File: src/rtl/serv_params.svh
`ifndef SERV_PARAMS_SVH
`define SERV_PARAMS_SVH

// First fetch address after reset
`define SERV_RESET_PC 32'h0000_0000

// Register address width, 32 registers
`define SERV_REG_AW 5

`endif
File: src/rtl/serv_pkg.sv
`default_nettype none

`include "serv_params.svh"

package serv_pkg;

   // Major opcodes the core executes
   typedef enum logic [6:0] {
      OP_IMM = 7'b0010011,
      OP     = 7'b0110011,
      LUI    = 7'b0110111
   } opcode_e;

   typedef enum logic [2:0] {
      F3_ADD = 3'b000,
      F3_XOR = 3'b100,
      F3_OR  = 3'b110,
      F3_AND = 3'b111
   } funct3_e;

   // ALU output select
   typedef enum logic [1:0] {
      ALU_ADD,
      ALU_XOR,
      ALU_OR,
      ALU_AND
   } alu_sel_e;

   typedef struct packed {
      logic [6:0]              funct7;
      logic [`SERV_REG_AW-1:0] rs2;
      logic [`SERV_REG_AW-1:0] rs1;
      logic [2:0]              funct3;
      logic [`SERV_REG_AW-1:0] rd;
      logic [6:0]              opcode;
   } instr_r_t;

   // Also used for U-type, the upper 20 bits being the immediate
   typedef struct packed {
      logic [11:0]             imm;
      logic [`SERV_REG_AW-1:0] rs1;
      logic [2:0]              funct3;
      logic [`SERV_REG_AW-1:0] rd;
      logic [6:0]              opcode;
   } instr_iu_t;

   typedef union packed {
      instr_r_t  r;
      instr_iu_t iu;
   } instr_u;

endpackage

`default_nettype wire

File: src/rtl/serv_top.sv
`timescale 1ns/100ps
`default_nettype none

`include "serv_params.svh"

module serv_top (
   input  wire                     clk,
   input  wire                     i_reset,
   input  wire                     i_ibus_ack,
   input  wire [31:0]              i_ibus_rdt,
   input  wire                     i_rdata0,
   input  wire                     i_rdata1,
   output logic                    o_ibus_cyc,
   output logic [31:0]             o_ibus_adr,
   output logic                    o_rf_en,
   output logic [4:0]              o_rf_cnt,
   output logic [`SERV_REG_AW-1:0] o_rreg0,
   output logic [`SERV_REG_AW-1:0] o_rreg1,
   output logic                    o_wen,
   output logic                    o_wdata,
   output logic [`SERV_REG_AW-1:0] o_wreg
);

   logic                    init;
   logic                    cnt_en;
   logic                    cnt0;
   logic [4:0]              cnt;
   logic [`SERV_REG_AW-1:0] rd_addr;
   logic                    sub;
   logic                    op_b_imm;
   logic                    rd_write;
   logic                    utype;
   serv_pkg::alu_sel_e      bool_sel;
   logic                    imm_bit;
   logic                    alu_bit;

   // Register file follows the bit counter
   assign o_rf_en  = cnt_en;
   assign o_rf_cnt = cnt;

   serv_state state (
      .clk        (clk),
      .i_reset    (i_reset),
      .i_ibus_ack (i_ibus_ack),
      .o_ibus_cyc (o_ibus_cyc),
      .o_init     (init),
      .o_cnt_en   (cnt_en),
      .o_cnt0     (cnt0),
      .o_cnt      (cnt)
   );

   // Word is taken only from an ack inside a bus cycle
   serv_decode decode (
      .clk        (clk),
      .i_ibus_rdt (i_ibus_rdt),
      .i_ibus_ack (i_ibus_ack && o_ibus_cyc),
      .o_rs1_addr (o_rreg0),
      .o_rs2_addr (o_rreg1),
      .o_rd_addr  (rd_addr),
      .o_sub      (sub),
      .o_op_b_imm (op_b_imm),
      .o_rd_write (rd_write),
      .o_utype    (utype),
      .o_bool_sel (bool_sel)
   );

   serv_immdec immdec (
      .clk        (clk),
      .i_init     (init),
      .i_cnt_en   (cnt_en),
      .i_utype    (utype),
      .i_ibus_rdt (i_ibus_rdt),
      .o_imm      (imm_bit)
   );

   serv_alu alu (
      .clk        (clk),
      .i_cnt_en   (cnt_en),
      .i_cnt0     (cnt0),
      .i_rs1      (i_rdata0),
      .i_rs2      (i_rdata1),
      .i_imm      (imm_bit),
      .i_op_b_imm (op_b_imm),
      .i_sub      (sub),
      .i_bool_sel (bool_sel),
      .o_rd       (alu_bit)
   );

   serv_result result (
      .clk        (clk),
      .i_reset    (i_reset),
      .i_init     (init),
      .i_cnt_en   (cnt_en),
      .i_cnt0     (cnt0),
      .i_alu_rd   (alu_bit),
      .i_rd_write (rd_write),
      .i_rd_addr  (rd_addr),
      .o_wen      (o_wen),
      .o_wdata    (o_wdata),
      .o_wreg     (o_wreg),
      .o_ibus_adr (o_ibus_adr)
   );

endmodule

`default_nettype wire

File: src/rtl/serv_result.sv
`timescale 1ns/100ps
`default_nettype none

`include "serv_params.svh"

module serv_result (
   input  wire                     clk,
   input  wire                     i_reset,
   input  wire                     i_init,
   input  wire                     i_cnt_en,
   input  wire                     i_cnt0,
   input  wire                     i_alu_rd,
   input  wire                     i_rd_write,
   input  wire [`SERV_REG_AW-1:0]  i_rd_addr,
   output logic                    o_wen,
   output logic                    o_wdata,
   output logic [`SERV_REG_AW-1:0] o_wreg,
   output logic [31:0]             o_ibus_adr
);

   logic [31:0] pc;
   logic        pc_carry;
   logic [1:0]  cnt0_dly;
   logic        pc_add;
   logic        pc_sum;
   logic        pc_cout;

   // x0 is never written
   assign o_wen   = i_cnt_en && i_rd_write && (i_rd_addr != '0);
   assign o_wdata = i_alu_rd;
   assign o_wreg  = i_rd_addr;

   // The 4 of PC+4 enters at bit 2, two cycles after cnt0
   assign pc_add  = cnt0_dly[1];
   assign pc_sum  = pc[0] ^ pc_add ^ pc_carry;
   assign pc_cout = (pc[0] & pc_add) | (pc[0] & pc_carry) | (pc_add & pc_carry);

   always_ff @(posedge clk) begin
      if (i_reset) begin
         pc       <= `SERV_RESET_PC;
         pc_carry <= 1'b0;
         cnt0_dly <= 2'b00;
      end else begin
         cnt0_dly <= {cnt0_dly[0], i_cnt0};
         if (i_init) begin
            pc_carry <= 1'b0;
         end else if (i_cnt_en) begin
            pc_carry <= pc_cout;
            pc       <= {pc_sum, pc[31:1]};
         end
      end
   end

   assign o_ibus_adr = pc;

   // Writes start at bit 0 of a burst, never to x0
   assert property (@(posedge clk) disable iff (i_reset)
      $rose(o_wen) |-> (o_wreg != '0) && i_cnt0);

endmodule

`default_nettype wire

File: src/rtl/serv_alu.sv
`timescale 1ns/100ps
`default_nettype none

module serv_alu (
   input  wire                clk,
   input  wire                i_cnt_en,
   input  wire                i_cnt0,
   input  wire                i_rs1,
   input  wire                i_rs2,
   input  wire                i_imm,
   input  wire                i_op_b_imm,
   input  wire                i_sub,
   input  wire serv_pkg::alu_sel_e i_bool_sel,
   output logic               o_rd
);

   logic op_b;
   logic add_b;
   logic carry_r;
   logic carry_in;
   logic sum;
   logic carry_out;

   assign op_b = i_op_b_imm ? i_imm : i_rs2;

   // Two's complement subtract, inverted B and carry of one at bit 0
   assign add_b    = op_b ^ i_sub;
   assign carry_in = i_cnt0 ? i_sub : carry_r;

   assign sum       = i_rs1 ^ add_b ^ carry_in;
   assign carry_out = (i_rs1 & add_b) | (i_rs1 & carry_in) | (add_b & carry_in);

   always_ff @(posedge clk) begin
      if (i_cnt_en) begin
         carry_r <= carry_out;
      end
   end

   always_comb begin
      case (i_bool_sel)
         serv_pkg::ALU_XOR: o_rd = i_rs1 ^ op_b;
         serv_pkg::ALU_OR:  o_rd = i_rs1 | op_b;
         serv_pkg::ALU_AND: o_rd = i_rs1 & op_b;
         default:           o_rd = sum;
      endcase
   end

   // Decoder only subtracts register operands
   assert property (@(posedge clk)
      i_cnt_en |-> !(i_sub && i_op_b_imm));

endmodule

`default_nettype wire

File: src/rtl/serv_immdec.sv
`timescale 1ns/100ps
`default_nettype none

module serv_immdec (
   input  wire        clk,
   input  wire        i_init,
   input  wire        i_cnt_en,
   input  wire        i_utype,
   input  wire [31:0] i_ibus_rdt,
   output logic       o_imm
);

   serv_pkg::instr_u shreg;

   logic [31:0] imm_i;
   logic [31:0] imm_u;

   // Both views of the word held since the ack cycle
   assign imm_i = {{20{shreg.iu.imm[11]}}, shreg.iu.imm};
   assign imm_u = {shreg.iu.imm, shreg.iu.rs1, shreg.iu.funct3, 12'd0};

   always_ff @(posedge clk) begin
      if (i_cnt_en) begin
         shreg <= {1'b0, shreg[31:1]};
      end else if (i_init) begin
         shreg <= i_utype ? imm_u : imm_i;
      end else begin
         // Fetch phase, the last word loaded is the acked one
         shreg <= i_ibus_rdt;
      end
   end

   assign o_imm = shreg[0];

endmodule

`default_nettype wire

File: src/rtl/serv_decode.sv
`timescale 1ns/100ps
`default_nettype none

`include "serv_params.svh"

module serv_decode (
   input  wire                     clk,
   input  wire [31:0]              i_ibus_rdt,
   input  wire                     i_ibus_ack,
   output logic [`SERV_REG_AW-1:0] o_rs1_addr,
   output logic [`SERV_REG_AW-1:0] o_rs2_addr,
   output logic [`SERV_REG_AW-1:0] o_rd_addr,
   output logic                    o_sub,
   output logic                    o_op_b_imm,
   output logic                    o_rd_write,
   output logic                    o_utype,
   output serv_pkg::alu_sel_e      o_bool_sel
);

   serv_pkg::instr_u instr;

   logic is_op_imm;
   logic is_op;
   logic is_lui;
   logic f3_known;

   always_ff @(posedge clk) begin
      if (i_ibus_ack) begin
         instr <= i_ibus_rdt;
      end
   end

   assign is_op_imm = (instr.r.opcode == serv_pkg::OP_IMM);
   assign is_op     = (instr.r.opcode == serv_pkg::OP);
   assign is_lui    = (instr.r.opcode == serv_pkg::LUI);

   always_comb begin
      f3_known   = 1'b1;
      o_bool_sel = serv_pkg::ALU_ADD;
      case (instr.r.funct3)
         serv_pkg::F3_ADD: o_bool_sel = serv_pkg::ALU_ADD;
         serv_pkg::F3_XOR: o_bool_sel = serv_pkg::ALU_XOR;
         serv_pkg::F3_OR:  o_bool_sel = serv_pkg::ALU_OR;
         serv_pkg::F3_AND: o_bool_sel = serv_pkg::ALU_AND;
         default:          f3_known   = 1'b0;
      endcase
      // LUI has no funct3, it is x0 plus the immediate
      if (is_lui) begin
         o_bool_sel = serv_pkg::ALU_ADD;
         f3_known   = 1'b1;
      end
   end

   // Bit 30 of the word selects SUB within OP
   assign o_sub = is_op && instr.r.funct7[5] && (instr.r.funct3 == serv_pkg::F3_ADD);

   assign o_op_b_imm = is_op_imm || is_lui;
   assign o_utype    = is_lui;

   // Unknown opcodes and funct3 values retire without a write
   assign o_rd_write = is_lui || ((is_op || is_op_imm) && f3_known);

   assign o_rs1_addr = is_lui ? '0 : instr.r.rs1;
   assign o_rs2_addr = instr.r.rs2;
   assign o_rd_addr  = instr.r.rd;

endmodule

`default_nettype wire

File: src/rtl/serv_state.sv
`timescale 1ns/100ps
`default_nettype none

module serv_state (
   input  wire        clk,
   input  wire        i_reset,
   input  wire        i_ibus_ack,
   output logic       o_ibus_cyc,
   output logic       o_init,
   output logic       o_cnt_en,
   output logic       o_cnt0,
   output logic [4:0] o_cnt
);

   logic       cyc_r;
   logic       init_r;
   logic       exec_r;
   logic [4:0] cnt_r;

   always_ff @(posedge clk) begin
      if (i_reset) begin
         cyc_r  <= 1'b1;
         init_r <= 1'b0;
         exec_r <= 1'b0;
         cnt_r  <= 5'd0;
      end else begin
         // Fetch ends in the cycle the ack is seen
         if (cyc_r && i_ibus_ack) begin
            cyc_r  <= 1'b0;
            init_r <= 1'b1;
         end
         if (init_r) begin
            init_r <= 1'b0;
            exec_r <= 1'b1;
         end
         // Counter wraps to zero by itself after bit 31
         if (exec_r) begin
            cnt_r <= cnt_r + 5'd1;
            if (cnt_r == 5'd31) begin
               exec_r <= 1'b0;
               cyc_r  <= 1'b1;
            end
         end
      end
   end

   assign o_ibus_cyc = cyc_r;
   assign o_init     = init_r;
   assign o_cnt_en   = exec_r;
   assign o_cnt0     = exec_r && (cnt_r == 5'd0);
   assign o_cnt      = cnt_r;

   // Bus request and bit-serial execution are exclusive
   assert property (@(posedge clk) disable iff (i_reset)
      !(cyc_r && exec_r));

endmodule

`default_nettype wire

File: config.mk
export PLATFORM = sky130hd
export DESIGN_NAME = serv_top
export DESIGN_NICKNAME = d
export VERILOG_FILES = /design/src/rtl/serv_pkg.sv /design/src/rtl/serv_top.sv /design/src/rtl/serv_result.sv /design/src/rtl/serv_alu.sv /design/src/rtl/serv_immdec.sv /design/src/rtl/serv_decode.sv /design/src/rtl/serv_state.sv
export VERILOG_INCLUDE_DIRS = /design/src /design/src/rtl
export SDC_FILE = /design/constraint.sdc
export NUM_CORES = 1
export LEC_CHECK = 0
export ABC_AREA = 1
export BUFFER_PORTS_ARGS = -buffer_cell sky130_fd_sc_hd__buf_2
export CORE_MARGIN = 2
export CORE_UTILIZATION = 42
export CTS_CLUSTER_SIZE = 20
export DETAILED_ROUTE_END_ITERATION = 10
export GPL_TIMING_DRIVEN = 0
export SYNTH_ARGS = -nofsm -noshare
export SYNTH_HDL_FRONTEND = slang
export SYNTH_SLANG_ARGS = --single-unit
export TNS_END_PERCENT = 100
File: constraint.sdc
create_clock -name clk -period 2.7 [get_ports clk]
set_clock_uncertainty 0.15 [all_clocks]
set_input_delay 0.135 -clock clk [delete_from_list [all_inputs] [get_ports clk]]
set_output_delay 0.135 -clock clk [all_outputs]
set_load 0.02 [all_outputs]
==> run summary <==
DRC viols = 0
flop-to-flop setup slack = 0.32 ns
GR Util met1 = 0.248
critical path, cell by cell = inv_1 > nand2_1 > nor2_2 > nand2_2 > buf_8 > nand2_8 > nand2_4 > nand3_2 > nand2_2 > fa_1 > nand3_1 > nand2_1 > buf_6
core box area = 0.00977 sq mm
Synth Flop Type = dfxtp_1
largest family of logic cells by synthesized area = simple AND/OR/NAND/NOR gates
Post-synth EDFFs = 46
simple-gate portion of the synthesized area = 0.224
post-synth cell types = 32
H-tree lvl count = 3
Worst Path Max Fanout = 5
Final ANT Viol Nets = 0
vias post-DR = 3474
GR Layer Usage met2 = 0.275
crit path capture type = primary output
Power Density = 589 mW/mm^2
Tightest Pin Transition = 1.06 ns
met3 Use GR = 0.0307
Crit Path Category = flop to primary output
Critical-path top delay cell = fa_1
# diodes = 0
Final Net Count = 641
Mapped Cells = 457
Achievable Freq = 0.378 GHz
unrepaired setup endpoints after global routing = true
VDD IR max = 0.000335 V
vias per inst = 4.73
CP Data Required Time = 2.41 ns
Rows = 36
flops & latches, synth = 102
filler instances = 897
LEAKAGE = 0.00258 uW
worst reg2reg path startpoint = decode.instr[3]
TritonCTS clock tree = built
final global-route overflow total = 0
final hold vios = 0
Seq/Total Area, Yosys = 0.593
CTS Buf Count = 9
Clock transition at path regs = 0.10 ns
Tot GR Track Use = 0.178
outcome = complete, no violations
Clk Latency, worst-skew pair = 0.38 ns
most frequent cells in the layout = buf_2, nor2_1, nand2_1
worst hold slack = 0.00525 ns
adder-cell share of the synthesized area = 0.0243
CTS root buf = clkbuf_8
clock sink count = 102
Hold Startpoint = i_rdata0
Syn Nets = 501
max-slew violations = 0
Yosys top cell area share = 0.327
post-synthesis async set-or-reset flop share = 0
chip width = 104 um
Hold Crit Class = input port to flop
cell depth of the worst hold path = 2
Warnings, synthesis = 0
MaxCap Viol Count = 0
cell accounting for the most synthesized area = edfxtp_1
Port-buffer cells = 92
Synth Area per Inst = 9.23 sq um
hold endpoint = alu.carry_r
Setup Viol. Count Final = 0
slew margin rel. = 0.289
total routed wirelength = 9590 um
final worst path period share = 0.979
XOR/XNOR share of the synthesized area = 0
drt pass-1 iters = 4
Routability Congestion = 0.797
top cells by area, synth = edfxtp_1, dfxtp_1, nor2_1, nand2_1, nand3_1
post-route minimum period = 2.64 ns
compound-cell area share of the yosys netlist = 0.0813
placed wire-length estimate = 6630 um
post-synthesis mux area share = 0
Area Overhead vs Synth = 29.3%
largest net degree at the start of global routing = 27
slowest stage delay, CP = 0.55 ns
startpoint types = flop
Reg-to-Reg End = immdec.shreg[23]
gr busiest metal = met2
Cell Area, Synth = 0.00422 sq mm
commonest non-fill, non-tap cell in the layout = buf_2
pre-CTS setup slack = 0.442 ns
Die Area = 0.0109 sq mm
initial core utilization = 0.432
initial antenna violation count = 0
buffer depth of the longest clock path = 2
DIE HEIGHT = 104 um
worst setup margin = 0.0557 ns
Worst Path Arrival = 2.36 ns
layout cell share with drive strength beyond 1 = 0.261
io pins = 93
vias in the first global route = 3206
Register-to-Register Path Depth = 8
first-pass GRT wire length = 15500 um
post-DR wirelength/cell = 13.0 um
initial DRC count = 196
## cells by family after synthesis
logic type      after synthesis
compound gates               66
fa+ha+maj                     7
flops                       102
buf+inv                      61
simple gates                221
## routing by layer
metal | part of all wire | vias up
li1 | - | 1783
met1 | 0.49 | 1602
met2 | 0.46 | 81
met3 | 0.035 | 8
met4 | 0.013 | 0
met5 | 0 | -
## metrics by stage
step / power, uW / std cells / setup TNS [ns] / util / area (sq um)
floorplan: 2110 / 457 / 0 / - / 4220
global placement: 2250 / 682 / 0 / 0.496 / 4850
detailed placement: 2260 / 682 / 0 / 0.496 / 4850
CTS: 3230 / 732 / 0 / 0.549 / 5370
global route: 3350 / 735 / -0.0571 / 0.558 / 5460
finish: 3210 / 735 / 0 / 0.558 / 5460
## flip-flops by register name, indices dropped and copies added, names as in the netlist
name / count
state.o_init: 1
result.pc_carry: 1
alu.carry_r: 1
result.o_ibus_adr: 32
decode.instr: 26
state.o_cnt: 5
immdec.shreg: 32
result.cnt0_dly: 2
state.o_ibus_cyc: 1
state.o_cnt_en: 1
## cells in the mapped netlist (2+ instances only)
cell and count:
a21oi_1 25, buf_2 11, buf_4 17, buf_6 2
clkbuf_1 3, dfxtp_1 56, edfxtp_1 46, fa_1 2
ha_1 5, inv_1 25, nand2_1 64, nand2_2 5
nand3_1 38, nand4_1 3, nor2_1 98, nor3_1 6
nor4_1 2, o21ai_0 32, o21ai_1 4
## where the power goes
| part | internal [uW] | total [uW] | switching [uW] |
|---|---|---|---|
| sequential | 1750 | 1810 | 62.4 |
| clock | 427 | 936 | 509 |
| combinational | 192 | 465 | 273 |
| total | 2370 | 3210 | 844 |
## timing repair
action / CTS / global route
endpoints found under the hold margin: 65 / 0
hold buffers: 34 / 0
buffers inserted: 0 / 3
endpoints found under the setup margin: 0 / 1
resized for setup: 0 / 16
## cell type report
cell class                 count  area [sq um]  share of cell area
clock inverter                 4          47.5             0.00871
tap                          133           166              0.0305
inverter                      27           104              0.0190
buffer                        34           225              0.0413
multi-input combinational    294          1450               0.265
sequential                   102          2500               0.459
clock buffer                  12           135              0.0248
timing repair buffer         129           830               0.152
## worst max-delay path: cells and delay by family, from the launching register on
family | cells | cell delay, ns
adder cells (fa/ha/maj) | 1 | 0.55
buffers and inverters | 3 | 0.34
AND/OR/NAND/NOR | 9 | 0.65
flip-flops | 1 | 0.44
## worst max-delay path by stage
stage,start,endpoint,slack (ns),cells after the start
after floorplan,state.o_cnt_en,o_wdata,0.64,8
final,decode.instr[3],o_wdata,0.06,13
after detailed placement,decode.instr[3],o_wdata,0.44,13
after global routing,decode.instr[3],o_wdata,-0.06,13
after CTS,decode.instr[3],o_wdata,0.02,13
after global placement,state.o_cnt_en,o_wdata,0.48,8
Note: power is estimated with default switching activity, not from simulation.
